**src/hdl/dino_pkg.sv**
```systemverilog
/* Raster, geometry, colour and game constants for a 1280x480 raster.
   Coordinates are 11 bits wide, so respawn positions past 2047 wrap modulo 2048 */
package dino_pkg;

    typedef logic [10:0] coord_t;
    typedef logic [9:0]  line_t;
    typedef logic [16:0] score_t;
    typedef logic [5:0]  lfsr_t;
    typedef logic [4:0]  pass_t;

    typedef enum logic {RUN, OVER} game_state_t;

    typedef struct packed {
        logic [7:0] r;
        logic [7:0] g;
        logic [7:0] b;
    } rgb_t;

    typedef struct packed {
        coord_t hcount;
        line_t  vcount;
        logic   active;
    } raster_t;

    typedef struct packed {
        coord_t cactus_x;
        coord_t group_x;
        coord_t lava_x;
        coord_t ptero_x;
    } obstacles_t;

    // Horizontal timing in pixel clocks
    localparam coord_t H_ACTIVE = 11'd1280;
    localparam coord_t H_FRONT  = 11'd32;
    localparam coord_t H_SYNC   = 11'd192;
    localparam coord_t H_BACK   = 11'd96;
    localparam coord_t H_TOTAL  = H_ACTIVE + H_FRONT + H_SYNC + H_BACK;

    // Vertical timing in lines
    localparam line_t V_ACTIVE = 10'd480;
    localparam line_t V_FRONT  = 10'd10;
    localparam line_t V_SYNC   = 10'd2;
    localparam line_t V_BACK   = 10'd33;
    localparam line_t V_TOTAL  = V_ACTIVE + V_FRONT + V_SYNC + V_BACK;

    localparam coord_t RUNNER_X = 11'd100;
    localparam coord_t GROUND_Y = 11'd248;
    localparam coord_t PTERO_Y  = 11'd200;
    localparam coord_t BOX      = 11'd32;
    localparam coord_t GROUP_W  = 11'd64;

    localparam coord_t CACTUS_SPAWN = 11'd1200;
    localparam coord_t GROUP_SPAWN  = 11'd1600;
    localparam coord_t LAVA_SPAWN   = 11'd1800;
    localparam coord_t PTERO_SPAWN  = 11'd1400;

    localparam coord_t BANNER_X = 11'd560;
    localparam coord_t BANNER_Y = 11'd200;
    localparam coord_t BANNER_W = 11'd160;
    localparam coord_t BANNER_H = 11'd32;

    localparam pass_t  SPEEDUP_PASSES = 5'd12;
    localparam score_t SCORE_MAX      = 17'd99999;
    localparam lfsr_t  LFSR_SEED      = 6'b101011;

    localparam rgb_t SKY        = '{r: 8'd135, g: 8'd206, b: 8'd235};
    localparam rgb_t RUNNER_RGB = '{r: 8'd83,  g: 8'd83,  b: 8'd83};
    localparam rgb_t CACTUS_RGB = '{r: 8'd34,  g: 8'd139, b: 8'd34};
    localparam rgb_t GROUP_RGB  = '{r: 8'd0,   g: 8'd100, b: 8'd0};
    localparam rgb_t LAVA_RGB   = '{r: 8'd255, g: 8'd69,  b: 8'd0};
    localparam rgb_t PTERO_RGB  = '{r: 8'd139, g: 8'd69,  b: 8'd19};
    localparam rgb_t BANNER_RGB = '{r: 8'd40,  g: 8'd40,  b: 8'd40};

endpackage

```
**src/hdl/dino_run_top.sv**
```systemverilog
/* Runner game top level for a 1280x480 raster on a 50 MHz clock.
   Syncs are delayed one clock to line up with the registered colour */
`timescale 1ns/1ps

module dino_run_top #(
    parameter int unsigned TICK_CYCLES = 2_000_000
) (
    input  logic             clk,
    input  logic             reset,
    input  logic             replay,
    output dino_pkg::rgb_t   vga_rgb,
    output logic             vga_hs,
    output logic             vga_vs,
    output logic             vga_blank_n,
    output logic             vga_sync_n,
    output logic             vga_clk,
    output dino_pkg::score_t score,
    output logic             game_over
);
    import dino_pkg::*;

    raster_t    raster;
    obstacles_t obstacles;
    logic       hs_n;
    logic       vs_n;
    logic       pix_clk;
    logic       run;
    logic       restart;
    logic       tick;

    video_timing u_video_timing (
        .clk     (clk),
        .reset   (reset),
        .raster  (raster),
        .hs_n    (hs_n),
        .vs_n    (vs_n),
        .pix_clk (pix_clk)
    );

    motion_timer #(.TICK_CYCLES(TICK_CYCLES)) u_motion_timer (
        .clk   (clk),
        .reset (reset),
        .run   (run),
        .tick  (tick)
    );

    game_fsm u_game_fsm (
        .clk       (clk),
        .reset     (reset),
        .obstacles (obstacles),
        .replay    (replay),
        .run       (run),
        .restart   (restart)
    );

    obstacle_field u_obstacle_field (
        .clk       (clk),
        .reset     (reset),
        .tick      (tick),
        .restart   (restart),
        .obstacles (obstacles)
    );

    score_counter u_score_counter (
        .clk   (clk),
        .reset (reset),
        .tick  (tick),
        .score (score)
    );

    pixel_painter u_pixel_painter (
        .clk       (clk),
        .reset     (reset),
        .raster    (raster),
        .run       (run),
        .obstacles (obstacles),
        .rgb       (vga_rgb)
    );

    // Match the colour register stage
    always_ff @(posedge clk or posedge reset) begin
        if (reset) begin
            vga_hs      <= 1'b1;
            vga_vs      <= 1'b1;
            vga_blank_n <= 1'b0;
            vga_clk     <= 1'b0;
        end else begin
            vga_hs      <= hs_n;
            vga_vs      <= vs_n;
            vga_blank_n <= raster.active;
            vga_clk     <= pix_clk;
        end
    end

    assign vga_sync_n = 1'b0;
    assign game_over  = !run;

endmodule

```
**src/hdl/game_fsm.sv**
```systemverilog
/* RUN/OVER state with collision against the ground obstacles.
   Replay is a level input sampled only in OVER */
`timescale 1ns/1ps

module game_fsm (
    input  logic                 clk,
    input  logic                 reset,
    input  dino_pkg::obstacles_t obstacles,
    input  logic                 replay,
    output logic                 run,
    output logic                 restart
);
    import dino_pkg::*;

    game_state_t state;
    logic        hit;

    // Ground obstacles share the runner rows, so only a strict x overlap decides
    function automatic logic overlaps(coord_t ox, coord_t w);
        return (12'(RUNNER_X) < 12'(ox) + 12'(w)) &&
               (12'(RUNNER_X) + 12'(BOX) > 12'(ox));
    endfunction

    assign hit = overlaps(obstacles.cactus_x, BOX) ||
                 overlaps(obstacles.group_x, GROUP_W) ||
                 overlaps(obstacles.lava_x, BOX);

    always_ff @(posedge clk or posedge reset) begin
        if (reset) begin
            state   <= RUN;
            restart <= 1'b0;
        end else begin
            restart <= 1'b0;
            case (state)
                // Old positions still overlap while restart is in flight
                RUN: if (hit && !restart) state <= OVER;
                OVER: begin
                    if (replay) begin
                        state   <= RUN;
                        restart <= 1'b1;
                    end
                end
                default: state <= RUN;
            endcase
        end
    end

    assign run = (state == RUN);

endmodule

```
**src/hdl/motion_timer.sv**
```systemverilog
/* One-cycle tick every TICK_CYCLES clocks while run is high.
   The count stays at zero while run is low, so a new round starts a full period */
`timescale 1ns/1ps

module motion_timer #(
    parameter int unsigned TICK_CYCLES = 2_000_000
) (
    input  logic clk,
    input  logic reset,
    input  logic run,
    output logic tick
);
    localparam int unsigned CW = (TICK_CYCLES > 1) ? $clog2(TICK_CYCLES) : 1;

    logic [CW-1:0] count;

    always_ff @(posedge clk or posedge reset) begin
        if (reset) begin
            count <= '0;
        end else if (!run || tick) begin
            count <= '0;
        end else begin
            count <= count + 1'b1;
        end
    end

    // Last cycle of the period
    assign tick = run && (count == CW'(TICK_CYCLES - 1));

endmodule

```
**src/hdl/obstacle_field.sv**
```systemverilog
/* Obstacle positions, respawn offsets from a 6-bit LFSR, wrap count and speed.
   Restart restores positions and speed; the LFSR keeps running across rounds */
`timescale 1ns/1ps

module obstacle_field (
    input  logic                 clk,
    input  logic                 reset,
    input  logic                 tick,
    input  logic                 restart,
    output dino_pkg::obstacles_t obstacles
);
    import dino_pkg::*;

    localparam obstacles_t SPAWN = '{
        cactus_x: CACTUS_SPAWN,
        group_x:  GROUP_SPAWN,
        lava_x:   LAVA_SPAWN,
        ptero_x:  PTERO_SPAWN
    };

    coord_t speed;
    pass_t  passes;
    lfsr_t  lfsr;
    logic   wrapped;

    // Respawn off the right edge once at or below the speed, else move left
    function automatic coord_t step(coord_t x, coord_t spd, coord_t offset);
        if (x <= spd) begin
            return H_ACTIVE + offset;
        end
        return x - spd;
    endfunction

    assign wrapped = (obstacles.cactus_x <= speed) || (obstacles.group_x <= speed) ||
                     (obstacles.lava_x <= speed) || (obstacles.ptero_x <= speed);

    always_ff @(posedge clk or posedge reset) begin
        if (reset) begin
            obstacles <= SPAWN;
            speed     <= 11'd1;
            passes    <= '0;
            lfsr      <= LFSR_SEED;
        end else if (restart) begin
            obstacles <= SPAWN;
            speed     <= 11'd1;
            passes    <= '0;
        end else if (tick) begin
            obstacles.cactus_x <= step(obstacles.cactus_x, speed, {1'b0, lfsr, 4'd0});
            obstacles.group_x  <= step(obstacles.group_x, speed, {1'b0, ~lfsr, 4'd0});
            obstacles.lava_x   <= step(obstacles.lava_x, speed, {1'b0, lfsr[3:0], 6'd0});
            obstacles.ptero_x  <= step(obstacles.ptero_x, speed, {1'b0, lfsr[5:2], 6'd0});

            // Taps at bits 5 and 4
            lfsr <= {lfsr[4:0], lfsr[5] ^ lfsr[4]};

            if (passes >= SPEEDUP_PASSES) begin
                speed  <= speed + 11'd1;
                passes <= '0;
            end else if (wrapped) begin
                passes <= passes + 5'd1;
            end
        end
    end

endmodule

```
**src/hdl/pixel_painter.sv**
```systemverilog
/* Registered colour per pixel, one clock behind the raster position.
   Objects are solid boxes; blanking outputs black */
`timescale 1ns/1ps

module pixel_painter (
    input  logic                 clk,
    input  logic                 reset,
    input  dino_pkg::raster_t    raster,
    input  logic                 run,
    input  dino_pkg::obstacles_t obstacles,
    output dino_pkg::rgb_t       rgb
);
    import dino_pkg::*;

    coord_t px;
    coord_t py;
    rgb_t   colour;

    function automatic logic in_box(coord_t x, coord_t y, coord_t ox, coord_t oy,
                                    coord_t w, coord_t h);
        return (x >= ox) && (12'(x) < 12'(ox) + 12'(w)) &&
               (y >= oy) && (12'(y) < 12'(oy) + 12'(h));
    endfunction

    assign px = raster.hcount;
    assign py = coord_t'(raster.vcount);

    always_comb begin
        colour = SKY;
        if (!run) begin
            // Game over screen shows only the replay banner
            if (in_box(px, py, BANNER_X, BANNER_Y, BANNER_W, BANNER_H)) begin
                colour = BANNER_RGB;
            end
        end else if (in_box(px, py, obstacles.ptero_x, PTERO_Y, BOX, BOX)) begin
            colour = PTERO_RGB;
        end else if (in_box(px, py, obstacles.lava_x, GROUND_Y, BOX, BOX)) begin
            colour = LAVA_RGB;
        end else if (in_box(px, py, obstacles.group_x, GROUND_Y, GROUP_W, BOX)) begin
            colour = GROUP_RGB;
        end else if (in_box(px, py, obstacles.cactus_x, GROUND_Y, BOX, BOX)) begin
            colour = CACTUS_RGB;
        end else if (in_box(px, py, RUNNER_X, GROUND_Y, BOX, BOX)) begin
            colour = RUNNER_RGB;
        end
    end

    always_ff @(posedge clk or posedge reset) begin
        if (reset) begin
            rgb <= '0;
        end else if (!raster.active) begin
            rgb <= '0;
        end else begin
            rgb <= colour;
        end
    end

endmodule

```
**src/hdl/score_counter.sv**
```systemverilog
/* Score advances once per tick and wraps from SCORE_MAX to zero */
`timescale 1ns/1ps

module score_counter (
    input  logic             clk,
    input  logic             reset,
    input  logic             tick,
    output dino_pkg::score_t score
);
    import dino_pkg::*;

    always_ff @(posedge clk or posedge reset) begin
        if (reset) begin
            score <= '0;
        end else if (tick) begin
            score <= (score == SCORE_MAX) ? '0 : score + 17'd1;
        end
    end

endmodule

```
**src/hdl/video_timing.sv**
```systemverilog
/* Pixel and line counters for the 1600x525 frame, one pixel per clock.
   Syncs are active low and combinational from the counters */
`timescale 1ns/1ps

module video_timing (
    input  logic              clk,
    input  logic              reset,
    output dino_pkg::raster_t raster,
    output logic              hs_n,
    output logic              vs_n,
    output logic              pix_clk
);
    import dino_pkg::*;

    coord_t hcount;
    line_t  vcount;
    logic   end_of_line;
    logic   end_of_frame;

    assign end_of_line  = (hcount == H_TOTAL - 11'd1);
    assign end_of_frame = (vcount == V_TOTAL - 10'd1);

    always_ff @(posedge clk or posedge reset) begin
        if (reset) begin
            hcount <= '0;
            vcount <= '0;
        end else if (end_of_line) begin
            hcount <= '0;
            // Line count advances only at the end of each line
            vcount <= end_of_frame ? '0 : vcount + 10'd1;
        end else begin
            hcount <= hcount + 11'd1;
        end
    end

    assign raster.hcount = hcount;
    assign raster.vcount = vcount;
    assign raster.active = (hcount < H_ACTIVE) && (vcount < V_ACTIVE);

    // Sync pulses sit after the front porch
    assign hs_n = !((hcount >= H_ACTIVE + H_FRONT) &&
                    (hcount < H_ACTIVE + H_FRONT + H_SYNC));
    assign vs_n = !((vcount >= V_ACTIVE + V_FRONT) &&
                    (vcount < V_ACTIVE + V_FRONT + V_SYNC));

    assign pix_clk = hcount[0];

endmodule

```
**config.mk**
```make
export PLATFORM = sky130hd
export DESIGN_NAME = dino_run_top
export DESIGN_NICKNAME = d
export VERILOG_FILES = /design/src/hdl/dino_pkg.sv /design/src/hdl/dino_run_top.sv /design/src/hdl/game_fsm.sv /design/src/hdl/motion_timer.sv /design/src/hdl/obstacle_field.sv /design/src/hdl/pixel_painter.sv /design/src/hdl/score_counter.sv /design/src/hdl/video_timing.sv
export SDC_FILE = /design/constraint.sdc
export NUM_CORES = 1
export LEC_CHECK = 0
export ABC_AREA = 1
export BUFFER_PORTS_ARGS = -buffer_cell sky130_fd_sc_hd__buf_2
export CORE_MARGIN = 2
export CORE_UTILIZATION = 45
export DETAILED_ROUTE_END_ITERATION = 16
export MAX_ROUTING_LAYER = met4
export SYNTH_ARGS = -nofsm -noshare
export SYNTH_HDL_FRONTEND = slang
export SYNTH_HIERARCHICAL = 1
export SYNTH_SLANG_ARGS = --single-unit
```
**constraint.sdc**
```tcl
create_clock -name clk -period 4 [get_ports clk]
set_input_delay 0.4 -clock clk [delete_from_list [all_inputs] [get_ports clk]]
set_output_delay 0.4 -clock clk [all_outputs]
set_load 0.01 [all_outputs]
```
==> metrics.csv, run 1 <==
metric;value;unit
status;finished, final reports clean;
CTS Buffer Depth;2;
Post-synth EDFFs;0;
clock latency at the later pin of the worst-skew pair;0.42;ns
net count reported at finish;2039;
pre-CTS WS;0.976;ns
drt drc;0;
Synth Area in Simple Gates;0.328;
Yosys reg bits;152;
Post-Syn Instances;1850;
post-cts resize count;0;
RSZ-0062 raised after global routing;false;
clock buffer count from CTS;17;
GR Util met1;0.319;
Setup Crit Path Kind;flip-flop to flip-flop;
final instance area;0.0141;mm^2
leak pwr;7.32;nW
die width;173;um
post-synth top area cell;dfrtp_1;
Rows;61;
hold depth;3;
top-count cell post-synth;nand2_1;
share of layout cells above drive strength 1;0.108;
die footprint;0.0300;mm^2
Hold Crit Class;input pin to flip-flop;
sequential share of power;0.400;
io pins;50;
GR Util met3;0.0270;
Slew headroom;0.256;
CP startpoint kind;flip-flop;
Worst setup EP type;flip-flop;
post-synthesis cell type count;52;
VDD IR-drop max;293;uV
largest family of logic cells by synthesized area;simple AND/OR/NAND/NOR gates;
Hold Path End;u_game_fsm/restart$_DFF_PP0_;
DR pass1 iterations;6;
reg2reg start;u_motion_timer/count[0]$_DFF_PP0_;
Worst Clk Skew;0.0195;ns
wirelength, routed;34.2;mm
CP Data Required Time;4.35;ns
Tcrit/Tclk final;0.767;
post-synthesis compound-gate area fraction;0.0985;
yosys warns;6;
FF-to-FF path depth;16;
proportion of synthesized area in mux cells;0;
Final GP Congestion;0.882;
most used routing layer;met2;
combinational share of power;0.241;
setup TNS;0;ns
Psw;0.00153;W
largest net degree at the start of global routing;45;
MaxCap Viol Count;0;
Mapped Nets;1988;
routed len/inst;14.9;um
post-route ant nets;0;
R2R Setup Slk;0.93;ns
Die Y;173;um
sw frac;0.343;
initial core utilization;0.460;
Clock power frac;0.359;
fin crit period;3.07;ns
drt via density;5.18;
Reg-to-Reg End;u_obstacle_field/obstacles[42]$_DFFE_PP0P_;
GR Util met2;0.386;
DP Area;0.0135;mm^2
antenna violations before repair;0;
CORE AREA;0.0280;mm^2
max-slew violations;0;
hold_sp;replay;
Overall Global Routing Usage;0.240;
Port Buffer Count;47;
Clock Pin Slew Worst Setup and Hold Paths;0.07;ns
Tightest Pin Transition;1.11;ns
DR iter-0 viols;914;
total congestion overflow;0;
hold_buf cts;1;
Async SR Flop Fraction;1.00;
Primary FF master, synth;dfrtp_1;
Cell Int Power;0.00293;W
Setup Viol. Count Final;0;
first-pass GRT wire length;57.0;mm
Final Hold Vio Count;0;
PnR worst setup slack;0.932;ns
CTS tree;built;
routed via count;11900;
Area contributors post-synth;dfrtp_1, nand2_1, ha_1;
ant diodes;0;
highest clock rate;326;MHz
Synth Cell Area;0.0129;mm^2
Syn-to-layout area delta;9.21;%
CP max FO;29;
Clock Sinks;152;
Yosys top cell area share;0.249;
hpwl dp;25.9;mm
adder-cell area share of the yosys netlist;0.133;
Crit path arrival time;3.42;ns
vias in the first global route;11100;
clock root buffer;clkbuf_16;
H-tree Lvls;4;
post-synthesis xor/xnor area fraction;0.0415;
post-CTS setup buffers;0;
syn avg cell area;6.97;um^2
Seq/Total Area, Yosys;0.298;
Cell Pwr Density;317;mW/mm^2
Layout fillers;2840;
most frequent cells after synthesis;nand2_1, inv_1, nor2_1;
==> cells in the final DEF, fill, tap and decap left out, drive strengths merged <==
cell type    instances
xnor2               24
o21ai               68
buf                 52
inv                308
fa                   4
nor4                 4
bufinv               1
clkinv               6
a21boi               3
dfrtp              128
nor3b                3
ha                 131
o21bai               8
nand3b               2
nand3              138
o22ai                2
o21a                 6
o31ai                7
a31oi                3
nand2              476
xor2                37
clkbuf              19
o211ai               2
a21oi              114
o221ai               1
or2                  6
a21o                 6
a22o                 1
nand4               37
dfstp               24
conb                 2
nor2               254
nor3                32
o32ai                2
dlygate4sd3          1
clkinvlp             2
==> per-stage QoR <==
stage	total power, W	hold slack [ns]	std cells	utilization
2_1_floorplan	0.00263	0.141	1850	-
3_3_place_gp	0.00287	0.388	2259	0.481
3_5_place_dp	0.00288	0.397	2259	0.481
4_1_cts	0.00451	0.220	2292	0.502
5_1_grt	0.00475	0.228	2292	0.502
6_report	0.00447	0.223	2292	0.502
==> routing by layer <==
metal / vias to the layer above / wire [um] / share of wire
met5: - / 0 / 0
met4: 0 / 767 / 0.022
met2: 268 / 15800 / 0.46
met3: 42 / 1290 / 0.038
met1: 5537 / 16400 / 0.48
li1: 6031 / - / -
==> power by group through the flow <==
stage          sequential [W]  clock, W  combinational [W]
2_1_floorplan         0.00176         0           0.000870
3_5_place_dp          0.00182         0            0.00106
3_3_place_gp          0.00181         0            0.00106
5_1_grt               0.00180   0.00171            0.00124
6_report              0.00179   0.00160            0.00108
4_1_cts               0.00179   0.00164            0.00108
==> kinds of logic after synthesis <==
| logic type | after synthesis |
|---|---|
| fa+ha+maj | 135 |
| flops | 152 |
| xor+xnor | 61 |
| buf+inv | 325 |
| compound gates | 223 |
| simple gates | 952 |
| other cells | 2 |
==> final cells by class <==
| class | instances | area [um^2] | share of cell area |
|---|---|---|---|
| flip-flops and latches | 152 | 3830 | 0.272 |
| repair buffers | 53 | 283 | 0.0201 |
| multi-input cells | 1373 | 7760 | 0.551 |
| inverters | 304 | 1150 | 0.0817 |
| clock buffers | 19 | 443 | 0.0315 |
| clock inverters | 13 | 135 | 0.00960 |
| well taps | 378 | 473 | 0.0336 |
==> critical path, stage by stage (launching register included) <==
cell	delay, ns
dfrtp_1	0.44
ha_1	0.28
nand2_1	0.07
inv_1	0.09
nand2_2	0.07
nor2_2	0.13
nand3_2	0.14
nor2_1	0.20
inv_1	0.12
nor2_2	0.09
buf_4	0.27
inv_1	0.52
nor2_4	0.30
inv_1	0.12
nand2_1	0.07
nand2_1	0.05
nand2_1	0.05
==> worst max-delay path by stage <==
stage	from	endpoint	slack, ns	cells past startpoint
CTS	u_motion_timer/count[0]$_DFF_PP0_	u_obstacle_field/obstacles[36]$_DFFE_PP0P_	0.94	14
global placement	u_motion_timer/count[0]$_DFF_PP0_	u_obstacle_field/obstacles[42]$_DFFE_PP0P_	0.98	16
detailed placement	u_motion_timer/count[0]$_DFF_PP0_	u_obstacle_field/obstacles[36]$_DFFE_PP0P_	0.98	14
global route	u_motion_timer/count[0]$_DFF_PP0_	u_obstacle_field/obstacles[42]$_DFFE_PP0P_	0.65	16
floorplan	u_motion_timer/count[0]$_DFF_PP0_	u_obstacle_field/obstacles[22]$_DFFE_PP0P_	1.70	13
finish	u_motion_timer/count[0]$_DFF_PP0_	u_obstacle_field/obstacles[42]$_DFFE_PP0P_	0.93	16
==> registers in the layout (all words and copies together) (netlist names) <==
signal,count
u_video_timing/hcount,11
vga_blank_n,1
vga_hs,1
u_obstacle_field/speed,11
vga_vs,1
u_video_timing/vcount,10
u_obstacle_field/passes,5
vga_clk,1
u_pixel_painter/rgb,21
u_game_fsm/state,1
u_score_counter/score,17
u_game_fsm/restart,1
u_obstacle_field/lfsr,6
u_motion_timer/count,21
u_obstacle_field/obstacles,44
(Power assumes the default switching activity.)
==> run 2: changes to the inputs <==
Clock period 4 ns to 2.6 ns, I/O delays scaled along.
==> run 2 against run 1 <==
Against the previous run: sequential power up 51%; fmax up 29%; sequential cell count unchanged; worst hold slack worse by 0.18 ns; global-route usage about the same; count of clock-buffer cells in the layout up 2; critical path depth down 2; core utilization up 0.91 points; first-iteration DRC count down 13%; critical endpoint is now u_pixel_painter/rgb[23]$_DFF_PP0_.
==> metrics.csv, run 2 (synthesis results as in run 1) <==
metric;value;unit;change
status;finished, final reports clean;;
Worst setup EP type;flip-flop;;
total congestion overflow;0;;unchanged
most frequent cells in the layout;nand2_1, inv_1, nor2_1, nand3_1, ha_1;;
hpwl dp;26.6;mm;+2.9%
most frequent CP cell;nand2_1;;
die footprint;0.0300;mm^2;unchanged
share of layout cells above drive strength 1;0.123;;+0.0153
VDD IR-drop max;432;uV;+47%
Final GP Congestion;0.942;;+6.8%
setup TNS;0;ns;unchanged
io pins;50;;unchanged
Overall Global Routing Usage;0.240;;+0.000308
routed via count;11800;;-0.52%
Top reg by flops;u_obstacle_field/obstacles;;
Cell Pwr Density;488;mW/mm^2;+54%
R2R Setup Slk;0.23;ns;-0.70 ns
Layout fillers;2796;;-1.5%
worst-path cell chain;ha_2 -> nand2_1 -> xor2_1 -> ha_1 -> a21oi_1 -> nand3b_1 -> nand2_1 -> inv_1 -> nand2_1 -> nor2_2 -> nand2_1 -> nand2_2 -> nor2_2 -> a21oi_1;;
net count reported at finish;2069;;+1.5%
Reg-to-Reg End;u_pixel_painter/rgb[23]$_DFF_PP0_;;
DR iter-0 viols;793;;-13%
ant diodes;0;;unchanged
Die Y;173;um;unchanged
Slew headroom;0.445;;+0.189
clock root buffer;clkbuf_16;;
Port Buffer Count;47;;unchanged
DR pass1 iterations;5;;-1
CP max FO;6;;-79%
wirelength, routed;34.3;mm;+0.29%
antenna violations before repair;0;;unchanged
MaxCap Viol Count;0;;unchanged
final instance area;0.0143;mm^2;+1.8%
H-tree Lvls;4;;unchanged
FF-to-FF path depth;14;;-2
CORE AREA;0.0280;mm^2;unchanged
DP Area;0.0137;mm^2;+1.7%
Regs by FF count;u_obstacle_field/obstacles x44, u_motion_timer/count x21, u_pixel_painter/rgb x21;;
crit path max-delay cell type;dfstp_2;;
max-slew violations;0;;unchanged
crit-path max cell delay;0.59;ns;+0.07 ns
hold depth;3;;unchanged
Setup Crit Path Kind;flip-flop to flip-flop;;
post-CTS setup buffers;0;;unchanged
Tcrit/Tclk final;0.912;;+0.145
first-pass GRT wire length;56.6;mm;-0.64%
Layout Utilization;0.512;;+0.00911
CTS tree;built;;
Clock Sinks;152;;unchanged
die width;173;um;unchanged
routed len/inst;14.8;um;-1.0%
RSZ-0062 raised after global routing;false;;
vias in the first global route;11200;;+0.15%
CTS Buffer Depth;2;;unchanged
most common cell after layout, fill and taps aside;nand2_1;;
initial core utilization;0.460;;unchanged
CP startpoint kind;flip-flop;;
Worst Clk Skew;0.0149;ns;-0.00465 ns
drt via density;5.09;;-1.8%
highest clock rate;422;MHz;+29%
Tightest Pin Transition;0.832;ns;-0.283 ns
clock buffer count from CTS;17;;unchanged
reg2reg start;u_obstacle_field/obstacles[5]$_DFFE_PP1P_;;
clock latency at the later pin of the worst-skew pair;0.44;ns;+0.02 ns
overall power;0.00700;W;+57%
fin crit period;2.37;ns;-0.698 ns
hold_sp;replay;;
Final Hold Vio Count;0;;unchanged
Crit path arrival time;2.73;ns;-0.69 ns
post-route ant nets;0;;unchanged
Hold Path End;u_game_fsm/restart$_DFF_PP0_;;
Syn-to-layout area delta;11.2;%;
Largest register FFs;44;;unchanged
largest net degree at the start of global routing;27;;-40%
CP Data Required Time;2.96;ns;-1.39 ns
Hold Crit Class;input pin to flip-flop;;
Clock Pin Slew Worst Setup and Hold Paths;0.07;ns;about the same
leak pwr;7.47;nW;+2.1%
drt drc;0;;unchanged
Rows;61;;unchanged
Setup Viol. Count Final;0;;unchanged
## run 2: cell type report
| type | count | area [um^2] | area share |
|---|---|---|---|
| flip-flops and latches | 152 | 3830 | 0.268 |
| multi-input cells | 1373 | 7770 | 0.542 |
| clock inverters | 11 | 136 | 0.00952 |
| clock buffers | 21 | 460 | 0.0321 |
| repair buffers | 83 | 508 | 0.0355 |
| inverters | 304 | 1150 | 0.0802 |
| well taps | 378 | 473 | 0.0330 |
## run 2: timing repair
| item | in CTS | in global routing |
|---|---|---|
| gates resized for setup | 0 | 4 |
| hold buffers | 1 | 0 |
| endpoints found under the setup margin | 0 | 11 |
| hold endpoints to repair | 4 | 0 |
## run 2: power by group
| group | total (W) | switching, W | internal [W] |
|---|---|---|---|
| Clock | 0.00254 | 0.00106 | 0.00148 |
| Combinational | 0.00175 | 0.00110 | 0.000651 |
| Sequential | 0.00271 | 0.000168 | 0.00254 |
| Total | 0.00700 | 0.00233 | 0.00467 |
## run 2: how the worst max path moves through the flow
| stage | startpoint | endpoint | slack, ns | cells after the start |
|---|---|---|---|---|
| after floorplan | u_motion_timer/count[0]$_DFF_PP0_ | u_obstacle_field/obstacles[22]$_DFFE_PP0P_ | 0.30 | 13 |
| after global placement | u_obstacle_field/obstacles[5]$_DFFE_PP1P_ | u_pixel_painter/rgb[18]$_DFF_PP0_ | 0.18 | 14 |
| after detailed placement | u_obstacle_field/obstacles[5]$_DFFE_PP1P_ | u_pixel_painter/rgb[18]$_DFF_PP0_ | 0.15 | 14 |
| after CTS | u_obstacle_field/obstacles[5]$_DFFE_PP1P_ | u_pixel_painter/rgb[18]$_DFF_PP0_ | 0.13 | 14 |
| after global routing | u_obstacle_field/obstacles[16]$_DFFE_PP0P_ | u_pixel_painter/rgb[3]$_DFF_PP0_ | 0.01 | 15 |
| final | u_obstacle_field/obstacles[5]$_DFFE_PP1P_ | u_pixel_painter/rgb[23]$_DFF_PP0_ | 0.23 | 14 |
## run 2: worst max-delay path, delay by kind of cell, from the launching register on
kind | cells | cell delay [ns]
AOI/OAI and AO/OA | 2 | 0.27
xor gates and xnor gates | 1 | 0.14
adders and majority gates | 2 | 0.51
buffers and inverters | 1 | 0.04
DFF | 1 | 0.59
and+or+nand+nor | 8 | 0.73
## run 2: metrics by stage
| step | setup WS (ns) | instances | hold slack, ns |
|---|---|---|---|
| 6_report | 0.230 | 2322 | 0.0451 |
| 2_1_floorplan | 0.305 | 1850 | 0.00118 |
| 5_1_grt | 0.0121 | 2322 | 0.0407 |
| 3_3_place_gp | 0.178 | 2289 | 0.250 |
| 4_1_cts | 0.135 | 2322 | 0.0324 |
| 3_5_place_dp | 0.152 | 2289 | 0.257 |
## run 2: metal layers
metal,GRT usage,wire length [um],vias up
li1,-,-,6089
met1,0.312,16100,5442
met2,0.395,16100,250
met3,0.0331,1510,35
met4,0.0657,626,0
met5,-,0,-
==> run 3: changes to the inputs <==
Settings changed: CORE_UTILIZATION 45 to 40, PLACE_DENSITY_LB_ADDON from default to 0.08.
==> run 3 against run 2 <==
Against the previous run: via count fell by 0.69%; die area increased by 12%; core utilization is 5.5 points lower; register-to-register slack got worse by 0.04 ns; global-route usage shrank 1.7 points; final cell count up 1.2%; combinational power is 2% lower; critical endpoint is now u_pixel_painter/rgb[18]$_DFF_PP0_; largest power group unchanged.
==> metrics.csv, run 3 (synthesis results as in run 1) <==
metric;value;unit;change
DR pass1 iterations;5;;unchanged
routed len/inst;15.1;um;+2.1%
Layout Utilization;0.457;;-0.0549
Tightest Pin Transition;0.848;ns;+0.0159 ns
most common cell after layout, fill and taps aside;nand2_1;;
Layout Cells excl Fill;2350;;+1.2%
VDD IR-drop max;453;uV;+4.8%
clock latency at the later pin of the worst-skew pair;0.45;ns;about the same
Tcrit/Tclk final;0.927;;+0.0157
Port Buffer Count;47;;unchanged
drt via density;4.99;;-1.9%
FF-to-FF path depth;13;;-1
DR iter-0 viols;624;;-21%
CP Data Required Time;2.92;ns;-0.04 ns
CTS tree;built;;
Final Hold Vio Count;0;;unchanged
share of layout cells above drive strength 1;0.125;;+0.00180
MaxCap Viol Count;0;;unchanged
first-pass GRT wire length;57.8;mm;+2.0%
status;finished, final reports clean;;
Regs by FF count;u_obstacle_field/obstacles x44, u_motion_timer/count x21, u_pixel_painter/rgb x21;;
vias in the first global route;11100;;-0.27%
routed via count;11700;;-0.69%
placed cell count;2316;;+1.2%
die footprint;0.0337;mm^2;+12%
Register Area;0.00383;mm^2;unchanged
io pins;50;;unchanged
Clock Sinks;152;;unchanged
die width;183;um;+5.9%
fin crit period;2.41;ns;+0.0408 ns
Die Y;183;um;+5.9%
Layout fillers;3253;;+16%
wirelength, routed;35.5;mm;+3.3%
Overall Global Routing Usage;0.224;;-0.0167
max-slew violations;0;;unchanged
initial core utilization;0.407;;-0.0527
Rows;65;;+6.6%
total congestion overflow;0;;unchanged
largest net degree at the start of global routing;67;;+150%
hold slack;0.347;ns;+0.302 ns
antenna violations before repair;0;;unchanged
hpwl dp;27.6;mm;+3.7%
ant diodes;0;;unchanged
Syn-to-layout area delta;12.1;%;
CP max FO;5;;-1
net count reported at finish;2073;;+0.19%
drt drc;0;;unchanged
CORE AREA;0.0316;mm^2;+13%
Final GP Congestion;0.890;;-5.5%
clock root buffer;clkbuf_16;;
Cell Pwr Density;490;mW/mm^2;+0.42%
Slew headroom;0.434;;-0.0106
Setup Viol. Count Final;0;;unchanged
CTS Buffer Depth;2;;unchanged
post-route ant nets;0;;unchanged
Top reg by flops;u_obstacle_field/obstacles;;
setup TNS;0;ns;unchanged
highest clock rate;415;MHz;-1.7%
Clock Pin Slew Worst Setup and Hold Paths;0.07;ns;about the same
Crit path arrival time;2.74;ns;about the same
overall power;0.00709;W;+1.2%
most frequent cells in the layout;nand2_1, inv_1, nor2_1, ha_1, nand3_1;;
Setup Crit Path Kind;flip-flop to flip-flop;;
H-tree Lvls;4;;unchanged
Worst Clk Skew;0.0116;ns;-0.00324 ns
CP startpoint kind;flip-flop;;
RSZ-0062 raised after global routing;false;;
multi-input logic area;0.00776;mm^2;about the same
Hold Crit Class;input pin to asynchronous set/reset pin;;
clock buffer count from CTS;17;;unchanged
leak pwr;7.53;nW;+0.80%
Worst setup EP type;flip-flop;;
Largest register FFs;44;;unchanged
run 3: cell count changes in the layout (fill, tap and decap cells not counted), sizes merged:
cell	delta
dlygate4sd3	+1
clkinvlp	-1
buf	+3
clkinv	-1
clkbuf	-4
inv	+6
run 3: through the flow:
| stage | worst slack, ns | cell area, um^2 |
|---|---|---|
| global placement | 0.201 | 13800 |
| global route | 0.0161 | 14400 |
| finish | 0.189 | 14400 |
| CTS | 0.115 | 14400 |
| detailed placement | 0.142 | 13800 |
| floorplan | 0.305 | 12900 |
run 3: cell type report:
type	count	share of cell area
sequential	152	0.265
tap	402	0.0348
timing repair buffer	87	0.0411
multi-input combinational	1373	0.537
clock buffer	17	0.0294
inverter	304	0.0796
clock inverter	15	0.0124
run 3: routing by layer:
layer	vias up	global-route usage	wire length [um]
met4	0	0.0477	444
li1	6088	-	-
met5	-	-	0
met1	5390	0.295	17000
met2	235	0.366	16700
met3	22	0.0329	1340
run 3: worst paths after layout:
path                       slack, ns                                 to                                       from
max                             0.19  u_pixel_painter/rgb[18]$_DFF_PP0_  u_obstacle_field/obstacles[6]$_DFFE_PP1P_
min in group clk                0.49                  vga_clk$_DFF_PP0_         u_video_timing/hcount[0]$_DFF_PP0_
max in group asynchronous       1.35  u_motion_timer/count[0]$_DFF_PP0_                                      reset
max reg2reg                     0.19  u_pixel_painter/rgb[18]$_DFF_PP0_  u_obstacle_field/obstacles[6]$_DFFE_PP1P_
min                             0.35       u_game_fsm/restart$_DFF_PP0_                                      reset
min reg2reg                     0.49                  vga_clk$_DFF_PP0_         u_video_timing/hcount[0]$_DFF_PP0_
run 3: report_power, final:
| group | switching (W) | total, W | leakage [nW] | internal (W) |
|---|---|---|---|---|
| Combinational | 0.00108 | 0.00171 | 5.30 | 0.000634 |
| Sequential | 0.000189 | 0.00273 | 1.93 | 0.00254 |
| Clock | 0.00118 | 0.00264 | 0.297 | 0.00146 |
| Total | 0.00245 | 0.00709 | 7.53 | 0.00463 |
run 3: worst max-delay path, stage by stage (launching register included):
cell and delay [ns]:
dfstp_2 0.58, ha_1 0.21, nand2_1 0.08, xor2_1 0.14
ha_1 0.31, nand2_1 0.06, nor2_1 0.14, nand2_1 0.07
nor2_1 0.13, nor2_2 0.07, nand2_1 0.15, nand2_2 0.08
nor2_2 0.17, a21oi_1 0.10
run 3: timing repair:
item,in CTS,in global routing
setup endpoints to repair,0,10
hold endpoints to repair,5,0
hold buffers,2,0
gates resized for setup,0,4
buffers inserted,0,0
